File: src/image_read_pkg.sv
package image_read_pkg;

    // configuration bus
    localparam int CFG_DWIDTH = 32;
    localparam int CFG_AWIDTH = 2;

    localparam logic [CFG_AWIDTH-1:0] CFG_IMG_W  = 2'd0; // width-1 in 15:0
    localparam logic [CFG_AWIDTH-1:0] CFG_IMG_DH = 2'd1; // depth-1 in 31:16, height-1 in 15:0
    localparam logic [CFG_AWIDTH-1:0] CFG_PAD    = 2'd2; // left, right, top, bottom bytes
    localparam logic [CFG_AWIDTH-1:0] CFG_CONV   = 2'd3; // side-1 in 23:16, step-1 in 15:0

    // one beat is four groups of 16-bit pixels
    localparam int GROUP_NB  = 4;
    localparam int IMG_WIDTH = 16;

    typedef logic [GROUP_NB*IMG_WIDTH-1:0] pixel_bus_t;

    localparam int MEM_AWIDTH = 16;

    typedef logic [MEM_AWIDTH-1:0] mem_addr_t;
    typedef logic [15:0]           coord_t;

    // read address to read data, in cycles
    localparam int RD_LATENCY = 3;

    // counter stages, innermost first
    localparam int STAGE_NB  = 5;
    localparam int ST_DEPTH  = 0;
    localparam int ST_COL    = 1;
    localparam int ST_ROW    = 2;
    localparam int ST_AREA_W = 3;
    localparam int ST_AREA_H = 4;

    localparam int BUF_AWIDTH = 4; // 16 entries

endpackage

File: src/geom_if.sv
interface geom_if;

    image_read_pkg::coord_t pad_l;     // left padding
    image_read_pkg::coord_t pad_t;     // top padding
    image_read_pkg::coord_t edge_l;    // first image column in the padded area
    image_read_pkg::coord_t edge_r;    // last image column
    image_read_pkg::coord_t edge_t;
    image_read_pkg::coord_t edge_b;
    image_read_pkg::coord_t img_d;     // depth, one based
    image_read_pkg::coord_t plane_wxd; // addresses per image row

    modport ctrl (
        output pad_l, pad_t, edge_l, edge_r, edge_t, edge_b, img_d, plane_wxd
    );

    modport addr (
        input pad_l, pad_t, edge_l, edge_r, edge_t, edge_b, img_d, plane_wxd
    );

endinterface

File: src/image_read.sv
module image_read (
    input  logic                                  clk,
    input  logic                                  rst,

    input  logic [image_read_pkg::CFG_DWIDTH-1:0] cfg_data_i,
    input  logic [image_read_pkg::CFG_AWIDTH-1:0] cfg_addr_i,
    input  logic                                  cfg_valid_i,

    input  logic                                  next_i,
    output logic                                  next_rdy_o,

    output logic                                  rd_val_o,
    output image_read_pkg::mem_addr_t             rd_addr_o,
    input  image_read_pkg::pixel_bus_t            rd_data_i,

    output image_read_pkg::pixel_bus_t            image_bus_o,
    output logic                                  image_last_o,
    output logic                                  image_val_o,
    input  logic                                  image_rdy_i
);

    geom_if geom ();

    image_read_pkg::coord_t [image_read_pkg::STAGE_NB-1:0] limit;
    image_read_pkg::coord_t [image_read_pkg::STAGE_NB-1:0] step;
    image_read_pkg::coord_t [image_read_pkg::STAGE_NB-1:0] count;

    logic [image_read_pkg::STAGE_NB:0]   carry; // carry[0] is the scan step
    logic [image_read_pkg::STAGE_NB-1:0] done;

    logic                       scan_start;
    logic                       push;
    image_read_pkg::pixel_bus_t push_data;
    logic                       push_last;

    assign scan_start = next_i & next_rdy_o; // counters restart with every scan

    image_read_ctrl i_ctrl (
        .clk         (clk),
        .rst         (rst),
        .cfg_data_i  (cfg_data_i),
        .cfg_addr_i  (cfg_addr_i),
        .cfg_valid_i (cfg_valid_i),
        .next_i      (next_i),
        .next_rdy_o  (next_rdy_o),
        .image_rdy_i (image_rdy_i),
        .done_i      (&done),
        .scan_step_o (carry[0]),
        .limit_o     (limit),
        .step_o      (step),
        .geom        (geom.ctrl)
    );

    for (genvar g = 0; g < image_read_pkg::STAGE_NB; g++) begin : g_stage
        window_counter i_counter (
            .clk     (clk),
            .rst     (rst),
            .clear_i (scan_start),
            .carry_i (carry[g]),
            .limit_i (limit[g]),
            .step_i  (step[g]),
            .count_o (count[g]),
            .carry_o (carry[g+1]),
            .done_o  (done[g])
        );
    end

    image_read_addr i_addr (
        .clk         (clk),
        .rst         (rst),
        .pos_val_i   (carry[0]),
        .pos_last_i  (carry[image_read_pkg::STAGE_NB]), // every stage wraps
        .count_i     (count),
        .geom        (geom.addr),
        .rd_val_o    (rd_val_o),
        .rd_addr_o   (rd_addr_o),
        .rd_data_i   (rd_data_i),
        .push_o      (push),
        .push_data_o (push_data),
        .push_last_o (push_last)
    );

    image_read_buffer i_buffer (
        .clk          (clk),
        .rst          (rst),
        .push_i       (push),
        .push_data_i  (push_data),
        .push_last_i  (push_last),
        .image_bus_o  (image_bus_o),
        .image_last_o (image_last_o),
        .image_val_o  (image_val_o),
        .image_rdy_i  (image_rdy_i)
    );

endmodule

File: src/image_read_addr.sv
module image_read_addr (
    input  logic                                                  clk,
    input  logic                                                  rst,

    input  logic                                                  pos_val_i,
    input  logic                                                  pos_last_i,
    input  image_read_pkg::coord_t [image_read_pkg::STAGE_NB-1:0] count_i,

    geom_if.addr                                                  geom,

    output logic                                                  rd_val_o,
    output image_read_pkg::mem_addr_t                             rd_addr_o,
    input  image_read_pkg::pixel_bus_t                            rd_data_i,

    output logic                                                  push_o,
    output image_read_pkg::pixel_bus_t                            push_data_o,
    output logic                                                  push_last_o
);

    image_read_pkg::coord_t    row_1p;  // position in the padded area
    image_read_pkg::coord_t    col_1p;
    image_read_pkg::coord_t    dep_1p;
    image_read_pkg::coord_t    row_2p;
    image_read_pkg::coord_t    col_2p;
    image_read_pkg::coord_t    dep_2p;
    image_read_pkg::coord_t    sum_3p;
    image_read_pkg::coord_t    dep_3p;
    image_read_pkg::mem_addr_t addr_4p;

    logic [1:0] val_q;   // 1p, 2p
    logic       pad_2p;
    logic [1:0] pad_q;   // 3p, 4p
    logic [1:0] rd_q;    // read beats at 3p, 4p
    logic [3:0] last_q;  // 1p to 4p

    // flags waiting for the memory
    logic [image_read_pkg::RD_LATENCY-1:0] rd_line;
    logic [image_read_pkg::RD_LATENCY-1:0] pad_line;
    logic [image_read_pkg::RD_LATENCY-1:0] last_line;

    always_ff @(posedge clk) begin
        row_1p <= count_i[image_read_pkg::ST_AREA_H] + count_i[image_read_pkg::ST_ROW];
        col_1p <= count_i[image_read_pkg::ST_AREA_W] + count_i[image_read_pkg::ST_COL];
        dep_1p <= count_i[image_read_pkg::ST_DEPTH];

        row_2p <= (row_1p - geom.pad_t) * geom.plane_wxd;
        col_2p <= (col_1p - geom.pad_l) * geom.img_d;
        dep_2p <= dep_1p;

        sum_3p <= row_2p + col_2p;
        dep_3p <= dep_2p;

        addr_4p <= sum_3p + dep_3p;
    end

    always_ff @(posedge clk) begin
        if (rst) begin
            val_q     <= '0;
            pad_2p    <= 1'b0;
            pad_q     <= '0;
            rd_q      <= '0;
            last_q    <= '0;
            rd_line   <= '0;
            pad_line  <= '0;
            last_line <= '0;
        end else begin
            val_q  <= {val_q[0], pos_val_i};
            last_q <= {last_q[2:0], pos_val_i & pos_last_i};

            // outside the image edges means a padding beat
            pad_2p <= val_q[0] & ((col_1p < geom.edge_l) | (col_1p > geom.edge_r)
                                | (row_1p < geom.edge_t) | (row_1p > geom.edge_b));

            pad_q <= {pad_q[0], pad_2p};
            rd_q  <= {rd_q[0], val_q[1] & ~pad_2p};

            rd_line   <= {rd_line[image_read_pkg::RD_LATENCY-2:0], rd_q[1]};
            pad_line  <= {pad_line[image_read_pkg::RD_LATENCY-2:0], pad_q[1]};
            last_line <= {last_line[image_read_pkg::RD_LATENCY-2:0], last_q[3]};
        end
    end

    assign rd_val_o  = rd_q[1];
    assign rd_addr_o = addr_4p;

    always_ff @(posedge clk) begin
        if (rst) begin
            push_o      <= 1'b0;
            push_last_o <= 1'b0;
        end else begin
            push_o      <= rd_line[image_read_pkg::RD_LATENCY-1]
                         | pad_line[image_read_pkg::RD_LATENCY-1];
            push_last_o <= last_line[image_read_pkg::RD_LATENCY-1];
        end
    end

    // padding beats carry zero
    always_ff @(posedge clk) begin
        if (rd_line[image_read_pkg::RD_LATENCY-1]) begin
            push_data_o <= rd_data_i;
        end else begin
            push_data_o <= '0;
        end
    end

endmodule

File: src/image_read_buffer.sv
module image_read_buffer (
    input  logic                       clk,
    input  logic                       rst,

    input  logic                       push_i,
    input  image_read_pkg::pixel_bus_t push_data_i,
    input  logic                       push_last_i,

    output image_read_pkg::pixel_bus_t image_bus_o,
    output logic                       image_last_o,
    output logic                       image_val_o,
    input  logic                       image_rdy_i
);

    image_read_pkg::pixel_bus_t mem_data [2**image_read_pkg::BUF_AWIDTH];
    logic                       mem_last [2**image_read_pkg::BUF_AWIDTH];

    // extra msb tells full from empty
    logic [image_read_pkg::BUF_AWIDTH:0] wr_ptr;
    logic [image_read_pkg::BUF_AWIDTH:0] rd_ptr;

    logic empty;
    logic pop;
    logic last_q;

    assign empty = (wr_ptr == rd_ptr);
    assign pop   = ~empty & (~image_val_o | image_rdy_i); // output free or taken

    always_ff @(posedge clk) begin
        if (push_i) begin
            mem_data[wr_ptr[image_read_pkg::BUF_AWIDTH-1:0]] <= push_data_i;
            mem_last[wr_ptr[image_read_pkg::BUF_AWIDTH-1:0]] <= push_last_i;
        end
    end

    always_ff @(posedge clk) begin
        if (rst) begin
            wr_ptr <= '0;
            rd_ptr <= '0;
        end else begin
            if (push_i) wr_ptr <= wr_ptr + 1'b1;
            if (pop)    rd_ptr <= rd_ptr + 1'b1;
        end
    end

    always_ff @(posedge clk) begin
        if (rst) begin
            image_val_o <= 1'b0;
        end else if (~image_val_o | image_rdy_i) begin
            image_val_o <= ~empty;
        end
    end

    // bus holds while stalled
    always_ff @(posedge clk) begin
        if (pop) begin
            image_bus_o <= mem_data[rd_ptr[image_read_pkg::BUF_AWIDTH-1:0]];
            last_q      <= mem_last[rd_ptr[image_read_pkg::BUF_AWIDTH-1:0]];
        end
    end

    assign image_last_o = image_val_o & last_q;

endmodule

File: src/image_read_ctrl.sv
module image_read_ctrl (
    input  logic                                                   clk,
    input  logic                                                   rst,

    input  logic [image_read_pkg::CFG_DWIDTH-1:0]                  cfg_data_i,
    input  logic [image_read_pkg::CFG_AWIDTH-1:0]                  cfg_addr_i,
    input  logic                                                   cfg_valid_i,

    input  logic                                                   next_i,
    output logic                                                   next_rdy_o,

    input  logic                                                   image_rdy_i,
    input  logic                                                   done_i,

    output logic                                                   scan_step_o,
    output image_read_pkg::coord_t [image_read_pkg::STAGE_NB-1:0]  limit_o,
    output image_read_pkg::coord_t [image_read_pkg::STAGE_NB-1:0]  step_o,

    geom_if.ctrl                                                   geom
);

    typedef enum logic [1:0] {
        S_IDLE,
        S_SETUP,
        S_ACTIVE,
        S_PAUSE
    } state_t;

    state_t state;
    state_t state_nx;

    // shadow registers, written at any time from the cfg bus
    image_read_pkg::coord_t cfg_img_w;
    image_read_pkg::coord_t cfg_img_h;
    image_read_pkg::coord_t cfg_img_d;
    logic [7:0]             cfg_pad_l;
    logic [7:0]             cfg_pad_r;
    logic [7:0]             cfg_pad_t;
    logic [7:0]             cfg_pad_b;
    logic [7:0]             cfg_conv_side;
    image_read_pkg::coord_t cfg_conv_step;

    // working copies, one based, loaded on an accepted next
    image_read_pkg::coord_t img_w;
    image_read_pkg::coord_t img_h;
    image_read_pkg::coord_t img_d;
    image_read_pkg::coord_t pad_l;
    image_read_pkg::coord_t pad_r;
    image_read_pkg::coord_t pad_t;
    image_read_pkg::coord_t pad_b;
    image_read_pkg::coord_t conv_side;
    image_read_pkg::coord_t conv_step;

    image_read_pkg::coord_t area_w; // image plus padding
    image_read_pkg::coord_t area_h;

    logic accept;
    logic next_1p;
    logic next_2p;
    logic next_3p;

    assign accept = next_i & next_rdy_o;

    always_ff @(posedge clk) begin
        if (cfg_valid_i) begin
            case (cfg_addr_i)
                image_read_pkg::CFG_IMG_W: cfg_img_w <= cfg_data_i[15:0];
                image_read_pkg::CFG_IMG_DH: begin
                    cfg_img_d <= cfg_data_i[31:16];
                    cfg_img_h <= cfg_data_i[15:0];
                end
                image_read_pkg::CFG_PAD: begin
                    cfg_pad_l <= cfg_data_i[31:24];
                    cfg_pad_r <= cfg_data_i[23:16];
                    cfg_pad_t <= cfg_data_i[15:8];
                    cfg_pad_b <= cfg_data_i[7:0];
                end
                image_read_pkg::CFG_CONV: begin
                    cfg_conv_side <= cfg_data_i[23:16];
                    cfg_conv_step <= cfg_data_i[15:0];
                end
            endcase
        end
    end

    always_ff @(posedge clk) begin
        if (rst) begin
            next_rdy_o <= 1'b0;
        end else if (accept) begin
            next_rdy_o <= 1'b0;
        end else if (state == S_IDLE) begin
            next_rdy_o <= 1'b1;
        end
    end

    always_ff @(posedge clk) begin
        if (rst) begin
            next_1p <= 1'b0;
            next_2p <= 1'b0;
            next_3p <= 1'b0;
        end else begin
            next_1p <= accept;
            next_2p <= next_1p;
            next_3p <= next_2p;
        end
    end

    // step 1: zero based fields become counts
    always_ff @(posedge clk) begin
        if (accept) begin
            img_w     <= cfg_img_w + 16'd1;
            img_h     <= cfg_img_h + 16'd1;
            img_d     <= cfg_img_d + 16'd1;
            pad_l     <= {8'd0, cfg_pad_l};
            pad_r     <= {8'd0, cfg_pad_r};
            pad_t     <= {8'd0, cfg_pad_t};
            pad_b     <= {8'd0, cfg_pad_b};
            conv_side <= {8'd0, cfg_conv_side} + 16'd1;
            conv_step <= cfg_conv_step + 16'd1;
        end
    end

    // step 2: padded area, image edges and row pitch
    always_ff @(posedge clk) begin
        area_w         <= pad_l + img_w + pad_r;
        area_h         <= pad_t + img_h + pad_b;
        geom.edge_l    <= pad_l;
        geom.edge_r    <= pad_l + img_w - 16'd1;
        geom.edge_t    <= pad_t;
        geom.edge_b    <= pad_t + img_h - 16'd1;
        geom.plane_wxd <= img_w * img_d;
    end

    // step 3: last count of every stage
    always_ff @(posedge clk) begin
        limit_o[image_read_pkg::ST_DEPTH]  <= img_d - 16'd1;
        limit_o[image_read_pkg::ST_COL]    <= conv_side - 16'd1;
        limit_o[image_read_pkg::ST_ROW]    <= conv_side - 16'd1;
        limit_o[image_read_pkg::ST_AREA_W] <= area_w - conv_side; // last full window start
        limit_o[image_read_pkg::ST_AREA_H] <= area_h - conv_side;
    end

    always_comb begin
        step_o[image_read_pkg::ST_DEPTH]  = 16'd1;
        step_o[image_read_pkg::ST_COL]    = 16'd1;
        step_o[image_read_pkg::ST_ROW]    = 16'd1;
        step_o[image_read_pkg::ST_AREA_W] = conv_step;
        step_o[image_read_pkg::ST_AREA_H] = conv_step;
    end

    assign geom.pad_l = pad_l;
    assign geom.pad_t = pad_t;
    assign geom.img_d = img_d;

    always_ff @(posedge clk) begin
        if (rst) begin
            state <= S_IDLE;
        end else begin
            state <= state_nx;
        end
    end

    always_comb begin
        state_nx = state;
        case (state)
            S_IDLE: begin
                if (accept) state_nx = S_SETUP;
            end
            S_SETUP: begin
                if (next_3p) state_nx = image_rdy_i ? S_ACTIVE : S_PAUSE;
            end
            S_ACTIVE: begin
                if (done_i) begin
                    state_nx = S_IDLE; // final position advances this cycle
                end else if (!image_rdy_i) begin
                    state_nx = S_PAUSE;
                end
            end
            S_PAUSE: begin
                if (image_rdy_i) state_nx = S_ACTIVE;
            end
            default: state_nx = S_IDLE;
        endcase
    end

    assign scan_step_o = (state == S_ACTIVE);

endmodule

File: src/window_counter.sv
module window_counter (
    input  logic                   clk,
    input  logic                   rst,
    input  logic                   clear_i,
    input  logic                   carry_i,  // advance from the inner stage
    input  image_read_pkg::coord_t limit_i,
    input  image_read_pkg::coord_t step_i,
    output image_read_pkg::coord_t count_o,
    output logic                   carry_o,
    output logic                   done_o
);

    assign done_o  = (count_o >= limit_i);
    assign carry_o = carry_i & done_o; // wraps, so the outer stage moves

    always_ff @(posedge clk) begin
        if (rst || clear_i) begin
            count_o <= '0;
        end else if (carry_i) begin
            if (done_o) begin
                count_o <= '0;
            end else begin
                count_o <= count_o + step_i;
            end
        end
    end

endmodule
File: config.mk
export PLATFORM = sky130hd
export DESIGN_NAME = image_read
export DESIGN_NICKNAME = d
export VERILOG_FILES = /design/src/image_read_pkg.sv /design/src/geom_if.sv /design/src/image_read.sv /design/src/image_read_addr.sv /design/src/image_read_buffer.sv /design/src/image_read_ctrl.sv /design/src/window_counter.sv
export SDC_FILE = /design/constraint.sdc
export NUM_CORES = 2
export LEC_CHECK = 0
export CAP_MARGIN = 0
export CORE_MARGIN = 5
export CORE_UTILIZATION = 50
export DETAILED_ROUTE_END_ITERATION = 8
export DONT_BUFFER_PORTS = 1
export GPL_ROUTABILITY_DRIVEN = 0
export SYNTH_ARGS = -nofsm -noshare
export SYNTH_HDL_FRONTEND = slang
export SYNTH_SLANG_ARGS = --single-unit
File: constraint.sdc
create_clock -name clk -period 8.74 [get_ports clk]
set_clock_uncertainty 0.05 [all_clocks]
set_input_delay 1.311 -clock clk [delete_from_list [all_inputs] [get_ports clk]]
set_output_delay 1.311 -clock clk [all_outputs]
set_load 0.005 [all_outputs]
Yosys cells after proc, flatten, opt, wreduce, memory -nomap -nowiden
Memory sizes are Yosys's and may differ from the RTL's. A register that Yosys moved wholly into a read port is not among the register bits.
Cells that the tools add are included.
{"block": "word_totals", "ff_bits": 703, "mem_bits_rw": 1040, "output_inout_bits": 84, "word_cells": 158, "mem_count": 2}
{"memory": "i_buffer.mem_data", "depth": 16, "width": 64, "read_ports": 1, "rd_ports_with_merged_regs": 1, "wr": 1, "line_no": "image_read_buffer.sv:15", "source": "image_read_pkg::pixel_bus_t mem_data [2**image_read_pkg::BUF_AWIDTH];"}
{"memory": "i_buffer.mem_last", "depth": 16, "width": 1, "read_ports": 1, "rd_ports_with_merged_regs": 1, "wr": 1, "line_no": "image_read_buffer.sv:16", "source": "logic mem_last [2**image_read_pkg::BUF_AWIDTH];"}
{"block": "classes", "n_addsub": 28, "mul": 3, "n_lt_le_gt_ge": 9, "n_eq_ne": 11, "muxes": 14, "n_bitwise": 19, "n_reduce_logical": 10}
{"operator": "$add A16 B1 Y16 const B", "count": 7}
{"operator": "$add A16 B16 Y16", "count": 6}
{"operator": "$ge A16 B16 Y1", "count": 5}
{"operator": "$mux W16", "count": 5}
{"operator": "$sub A16 B1 Y16 const B", "count": 4}
{"operator": "$mul A16 B16 Y16", "count": 3}
{"operator": "$add A16 B8 Y16", "count": 2}
{"operator": "$add A8 B16 Y16", "count": 2}
{"operator": "$gt A16 B16 Y1", "count": 2}
{"operator": "$lt A16 B8 Y1", "count": 2}
{"operator": "$sub A16 B16 Y16", "count": 2}
{"operator": "$sub A16 B8 Y16", "count": 2}
{"operator": "$and A1 B1 Y1", "count": 11}
{"operator": "$add A5 B1 Y5 const B", "count": 2}
{"operator": "$mux W2", "count": 5}
{"operator": "$add A8 B1 Y9 const B", "count": 1}
{"operator": "$eq A2 B2 Y1 const B", "count": 4}
{"operator": "$pmux W2 S4", "count": 1}
{"operator": "$reduce_and A2 Y1", "count": 4}
{"operator": "$eq A5 B5 Y1", "count": 1}
{"operator": "$or A1 B1 Y1", "count": 5}
{"operator": "$reduce_and A5 Y1", "count": 1}
{"operator": "$eq A2 B1 Y1 const B", "count": 2}
{"operator": "$logic_not A2 Y1", "count": 2}
{"operator": "8 further kinds", "count": 13}

Depth between registers and ports, before layout
{"block": "logic_depth", "ltp_word": 7, "depth_mapped": 29, "depth_no_buf": 29}

By module
Synthesis repeated with hierarchy kept, for this count alone.
{"block": "hier_totals", "hier_cells": 6520, "hier_area_um2": 89047.9}
{"mod": "image_read_buffer", "instances": 1, "cells_per_inst": 1597, "area_each_um2": 41768.8, "seq_area_each_um2": 33402.0}
{"mod": "image_read_ctrl", "instances": 1, "cells_per_inst": 1765, "area_each_um2": 19845.3, "seq_area_each_um2": 9599.2}
{"mod": "image_read_addr", "instances": 1, "cells_per_inst": 2024, "area_each_um2": 18519.0, "seq_area_each_um2": 4604.4}
{"mod": "window_counter", "instances": 5, "cells_per_inst": 226, "area_each_um2": 1779.2, "seq_area_each_um2": 320.3}
{"mod": "image_read", "instances": 1, "cells_per_inst": 4, "area_each_um2": 18.8, "seq_area_each_um2": 0.0}

Worst setup path before layout
OpenSTA, ideal clock, no wires.
{"block": "synth_path", "path_type": "register -> register", "startpoint": "register i_ctrl.pad_t[1] (netlist: i_ctrl.geom.pad_t[1])", "endpoint": "register i_addr.row_2p[15]", "setup_time_ps": 130, "t_arrival_ps": 7033, "path_slack_ps": 1528, "stages_incl_launch_ff": 27, "path_buffers": 0, "synth_period_minus_slack_ps": 7212, "cell_sequence": "edfxtp_1 inv_1 ha_1 nor2b_1 o31a_1 o21ai_1 a21oi_1 a211o_1 nor3_1 xor2_1 nand2_1 fa_1 fa_1 inv_1 fa_1 fa_1 inv_1 fa_1 fa_1 xnor2_1 xnor2_1 xnor2_1 xnor2_1 xor2_1 xnor3_1 xnor3_1 xnor3_1"}
{"block": "synth_between", "elab_chain_cells": 2}
{"item": "start, declared", "line_no": "image_read_ctrl.sv:49", "source": "image_read_pkg::coord_t pad_t;"}
{"item": "start signal, assigned", "line_no": "image_read_ctrl.sv:116", "source": "pad_t <= {8'd0, cfg_pad_t};"}
{"item": "$sub A16 B8 Y16", "line_no": "image_read_addr.sv:46", "source": "row_2p <= (row_1p - geom.pad_t) * geom.plane_wxd;"}
{"item": "$mul A16 B16 Y16", "line_no": "image_read_addr.sv:46"}
{"item": "end signal, assigned", "line_no": "image_read_addr.sv:46"}
{"item": "end, declared", "line_no": "image_read_addr.sv:23", "source": "image_read_pkg::coord_t row_2p;"}
Every way passes these cells.
A chain may end at the register's enable or synchronous reset.

Worst setup path in the final report
{"block": "layout_path", "startpoint": "register i_ctrl.pad_l[0] (netlist: i_ctrl.geom.pad_l[0])", "endpoint": "register i_addr.col_2p[15]"}
{"block": "layout_between", "elab_chain_cells": 2}
{"item": "start, declared", "line_no": "image_read_ctrl.sv:47", "source": "image_read_pkg::coord_t pad_l;"}
{"item": "start signal, assigned", "line_no": "image_read_ctrl.sv:114", "source": "pad_l <= {8'd0, cfg_pad_l};"}
{"item": "$sub A16 B8 Y16", "line_no": "image_read_addr.sv:47", "source": "col_2p <= (col_1p - geom.pad_l) * geom.img_d;"}
{"item": "$mul A16 B16 Y16", "line_no": "image_read_addr.sv:47"}
{"item": "end signal, assigned", "line_no": "image_read_addr.sv:47"}
{"item": "end, declared", "line_no": "image_read_addr.sv:24", "source": "image_read_pkg::coord_t col_2p;"}
Every way passes these cells.

==> results by stage <==
Placed design:
- The number of port buffers is 0.
- After detailed placement, the total cell area comes to 0.0869 sq mm.
- Before CTS, the worst setup slack after placement is 0.942 ns.
- Once detailed placement completed, the half-perimeter wirelength came to 126,000 um.

Critical path:
- The maximum fanout along the worst path is 8.
- The critical path launch point type is a register.
- The peak per-stage delay on the critical path is 0.56 ns.
- The slowest stage cell on the critical path is fa_1.
- The worst path arrival time is 8.43 ns.
- In this design, the largest share of critical-path delay is due to adder cells.
- STA classifies the critical path endpoint as a register.
- The critical path class is register to register.
- Counting both buffers and inverters, the worst setup path holds a total of 2.
- The endpoint required time on the critical path is 9.34 ns.

CTS:
- The total CTS buffers is 183.
- The root buffer cell is clkbuf_16.
- In this run the post-CTS setup repair buffer count came out at 0.
- For the worst-skew pair, the clock arrives at the later sink with an insertion delay of 0.85 ns.
- The number of buffers inserted by hold repair at cts is 0.
- CTS built an H-tree with a depth of 4.
- The number of gates resized after cts is 0.
- The clock sink count is about 1.8k.
- The clock tree from TritonCTS is done.
- Counting along the longest clock path gives a buffer depth of 3.
- The clock-pin slew on the worst setup and hold paths is 0.06 ns.

Route:
- The detailed-route DRC error count is 0.
- The via density per instance is 5.55.
- The total number of vias is 45.9k.
- The routed wire length is slightly below 200,000 um.
- The detailed-route wire length per cell is 23.4 um.
- The first routing iteration left about 3.5k violations.
- The number of iterations in the first detailed-routing pass is 7.
- The number of routed nets with antenna violations is 0.

Timing:
- The slew at the pin closest to its max-slew limit is about 1.2 ns.
- Setup violations remaining at the end of the flow were counted as 0.
- The max-slew violation count is 0.
- Setup repair after global routing left no endpoint under its margin.
- The share of the clock period used by the worst path is 0.896.
- The aggregate negative setup slack is 0 ns.
- The post-route worst setup slack is 0.911 ns.
- In this run the tightest slew margin relative to its limit is 0.203.
- The total count of hold-check failures in the final report is 0.
- The shortest clock period the worst path allows after layout is 7.83 ns.
- Static timing analysis puts the maximum clock frequency at roughly 130 MHz.

Die:
- The floorplan core area is 0.167 sq mm.
- In this run the core area contains 150 standard-cell rows.
- The initial utilization of the core area, before any placement, comes to 0.503.
- The die covers 0.177 sq mm.
- The horizontal die dimension is between 400 and 500 um.
- The die is ~420 um tall.
- The I/O pin count is 187.

Finish:
- The most frequent standard cell in the layout excluding fill and tap cells is edfxtp_1.
- From synthesis to final layout, the design area changed by 10.6%.
- The area of the multi-input gates is 0.0322 sq mm.
- The cell area after layout is 0.0931 sq mm.
- At the end of the flow the core is filled with cells to 0.556.
- Fill cells in the final layout number between 10k and 15k.
- The ratio of cells with drive above 1 in the final layout is 0.121.
- The final layout contains about 6.7k nets.
- Leaving out fill and tap cells, the most frequent cells in the layout are 1,314 x edfxtp_1, 583 x inv_1, 482 x dfxtp_1, 446 x ha_1, 332 x nand2_1.
- In the final layout, flip-flops and latches occupy 0.0492 sq mm.

Power:
- The worst-case IR drop observed on VDD is between 1 and 1.5 mV.
- The power per cell area is 318 mW/mm^2.
- The switching part of the total is 0.313.
- The share of total power dissipated in sequential elements is 0.339.
- Summed over all nets, the switching power comes to 9.27 mW.
- The share of total power dissipated in the clock network is 0.270.
- The share of total power dissipated in combinational logic is 0.390.
- The internal power component is approximately 20 mW.
- The analysis attributes to cell leakage a power of 34.7 nW.

Global routing:
- Entering global routing, the biggest net connects 104 pins.
- The number of antenna violations at the first check in global routing is 13.
- The global-route wire length before repair is roughly 290,000 um.
- The overall routing resource usage is 0.222.
- The number of global-route vias before repair came to 46.9k.
- After global routing the overflow that remains totals 0.

Synthesis:
- The number of enable flip-flop cells after synthesis is 1,314.
- The total of flip-flops plus latches after synthesis is 1,801.
- For this run, asynchronously set or reset flops after synthesis account for 0.
- The number of nets in the synthesized netlist is approximately 6.7k.
- The average cell area after synthesis is about 14 sq um.
- Of all cell types, the one taking the most synthesized area is edfxtp_1.
- The post-synthesis cell area is 0.0842 sq mm.
- The Yosys step of the flow raised 0 warnings.
- The most instantiated flip-flop cell in the synthesis netlist is edfxtp_1.
- Yosys attributes the largest share of cell area to edfxtp_1 47%, dfxtp_1 12%, mux4_2 8.7%.
- The fraction of the yosys area taken by sequential cells is 0.584.
- The share of synthesized area in the top cell type comes to 0.468.
- The instance count of the mapped netlist is 5,852.
- The number of different library cells used by synthesis comes to 85.

Min path:
- The min-delay analysis places its worst path in the category register to register.

Status:
- The run finished with clean final reports.

Run:
- The number of violations of the max-capacitance limit is 0.
-- routing by layer --
| layer | part of all wire | vias to the layer above | track usage |
|---|---|---|---|
| met1 | 0.46 | 23400 | 0.331 |
| met2 | 0.46 | 1170 | 0.341 |
| met4 | 0.025 | 0 | 0.0618 |
| li1 | - | 21100 | - |
| met5 | 0 | - | 0 |
| met3 | 0.053 | 256 | 0.0332 |
-- state kept, by name, indices dropped and copies added (netlist names), 64 cells and up --
name	flops
i_buffer.mem_data	1024
g_stage.i_counter.count_o	80
i_addr.push_data_o	64
i_buffer.image_bus_o	64
i_ctrl.limit_o	64
-- power groups by stage --
stage          Combinational [mW]  Clock [mW]  Sequential, mW
4_1_cts                      11.7        8.20            10.1
5_1_grt                      13.2        8.57            10.1
3_5_place_dp                 11.6           0            10.3
2_1_floorplan                9.57           0            10.0
3_3_place_gp                 11.6           0            10.3
6_report                     11.6        8.01            10.1
-- stage by stage --
stage               hold slack, ns  power (mW)  instances
floorplan                    0.260        19.6       5852
global placement             0.263        21.8       7929
detailed placement           0.262        21.9       7929
CTS                          0.214        30.0       8271
global route                 0.222        31.8       8273
finish                       0.218        29.6       8277
-- worst paths after layout --
check,endpoint,depth (start not counted),startpoint,slack (ns)
setup / recovery,i_addr.col_2p[15]$_DFF_P_,25,i_ctrl.geom.pad_l[0]$_DFFE_PP_,0.91
hold / removal,i_addr.dep_2p[13]$_DFF_P_,0,i_addr.dep_1p[13]$_DFF_P_,0.22
setup reg to reg,i_addr.col_2p[15]$_DFF_P_,25,i_ctrl.geom.pad_l[0]$_DFFE_PP_,0.91
hold reg to reg,i_addr.dep_2p[13]$_DFF_P_,0,i_addr.dep_1p[13]$_DFF_P_,0.22
-- cell usage after synthesis (all sizes together) (9+ instances only) --
cell    number
a211oi      11
nor3b        9
a21o        73
o21ai       83
nand3       79
nor3        60
dfxtp      487
or2         16
xnor2      294
clkbuf     157
nor2b      119
nor2       241
o211ai      10
a21oi      125
a21boi      19
mux4       325
inv        584
or3         11
and3        47
buf         26
fa         254
o21a        54
xor2       145
o21bai      37
nand4       49
nand2      332
edfxtp    1314
nand2b      41
ha         446
nor4        42
and2       228
-- logic make-up after synthesis --
family          after synthesis  synth area share
mux                         331            0.0876
xor+xnor                    446            0.0477
simple gates               1310            0.0800
buf+inv                     767            0.0343
compound gates              497            0.0397
fa+ha+maj                   700             0.127
flops                      1801             0.584
-- area by class of cell --
cell class	instances	share of cell area
multi-input cells	3284	0.346
well taps	2204	0.0296
clock buffers	263	0.0565
flip-flops and latches	1801	0.528
diodes	6	0.000161
inverters	584	0.0236
repair buffers	56	0.00465
clock inverters	79	0.0109
Power figures use the tool's default switching activity.
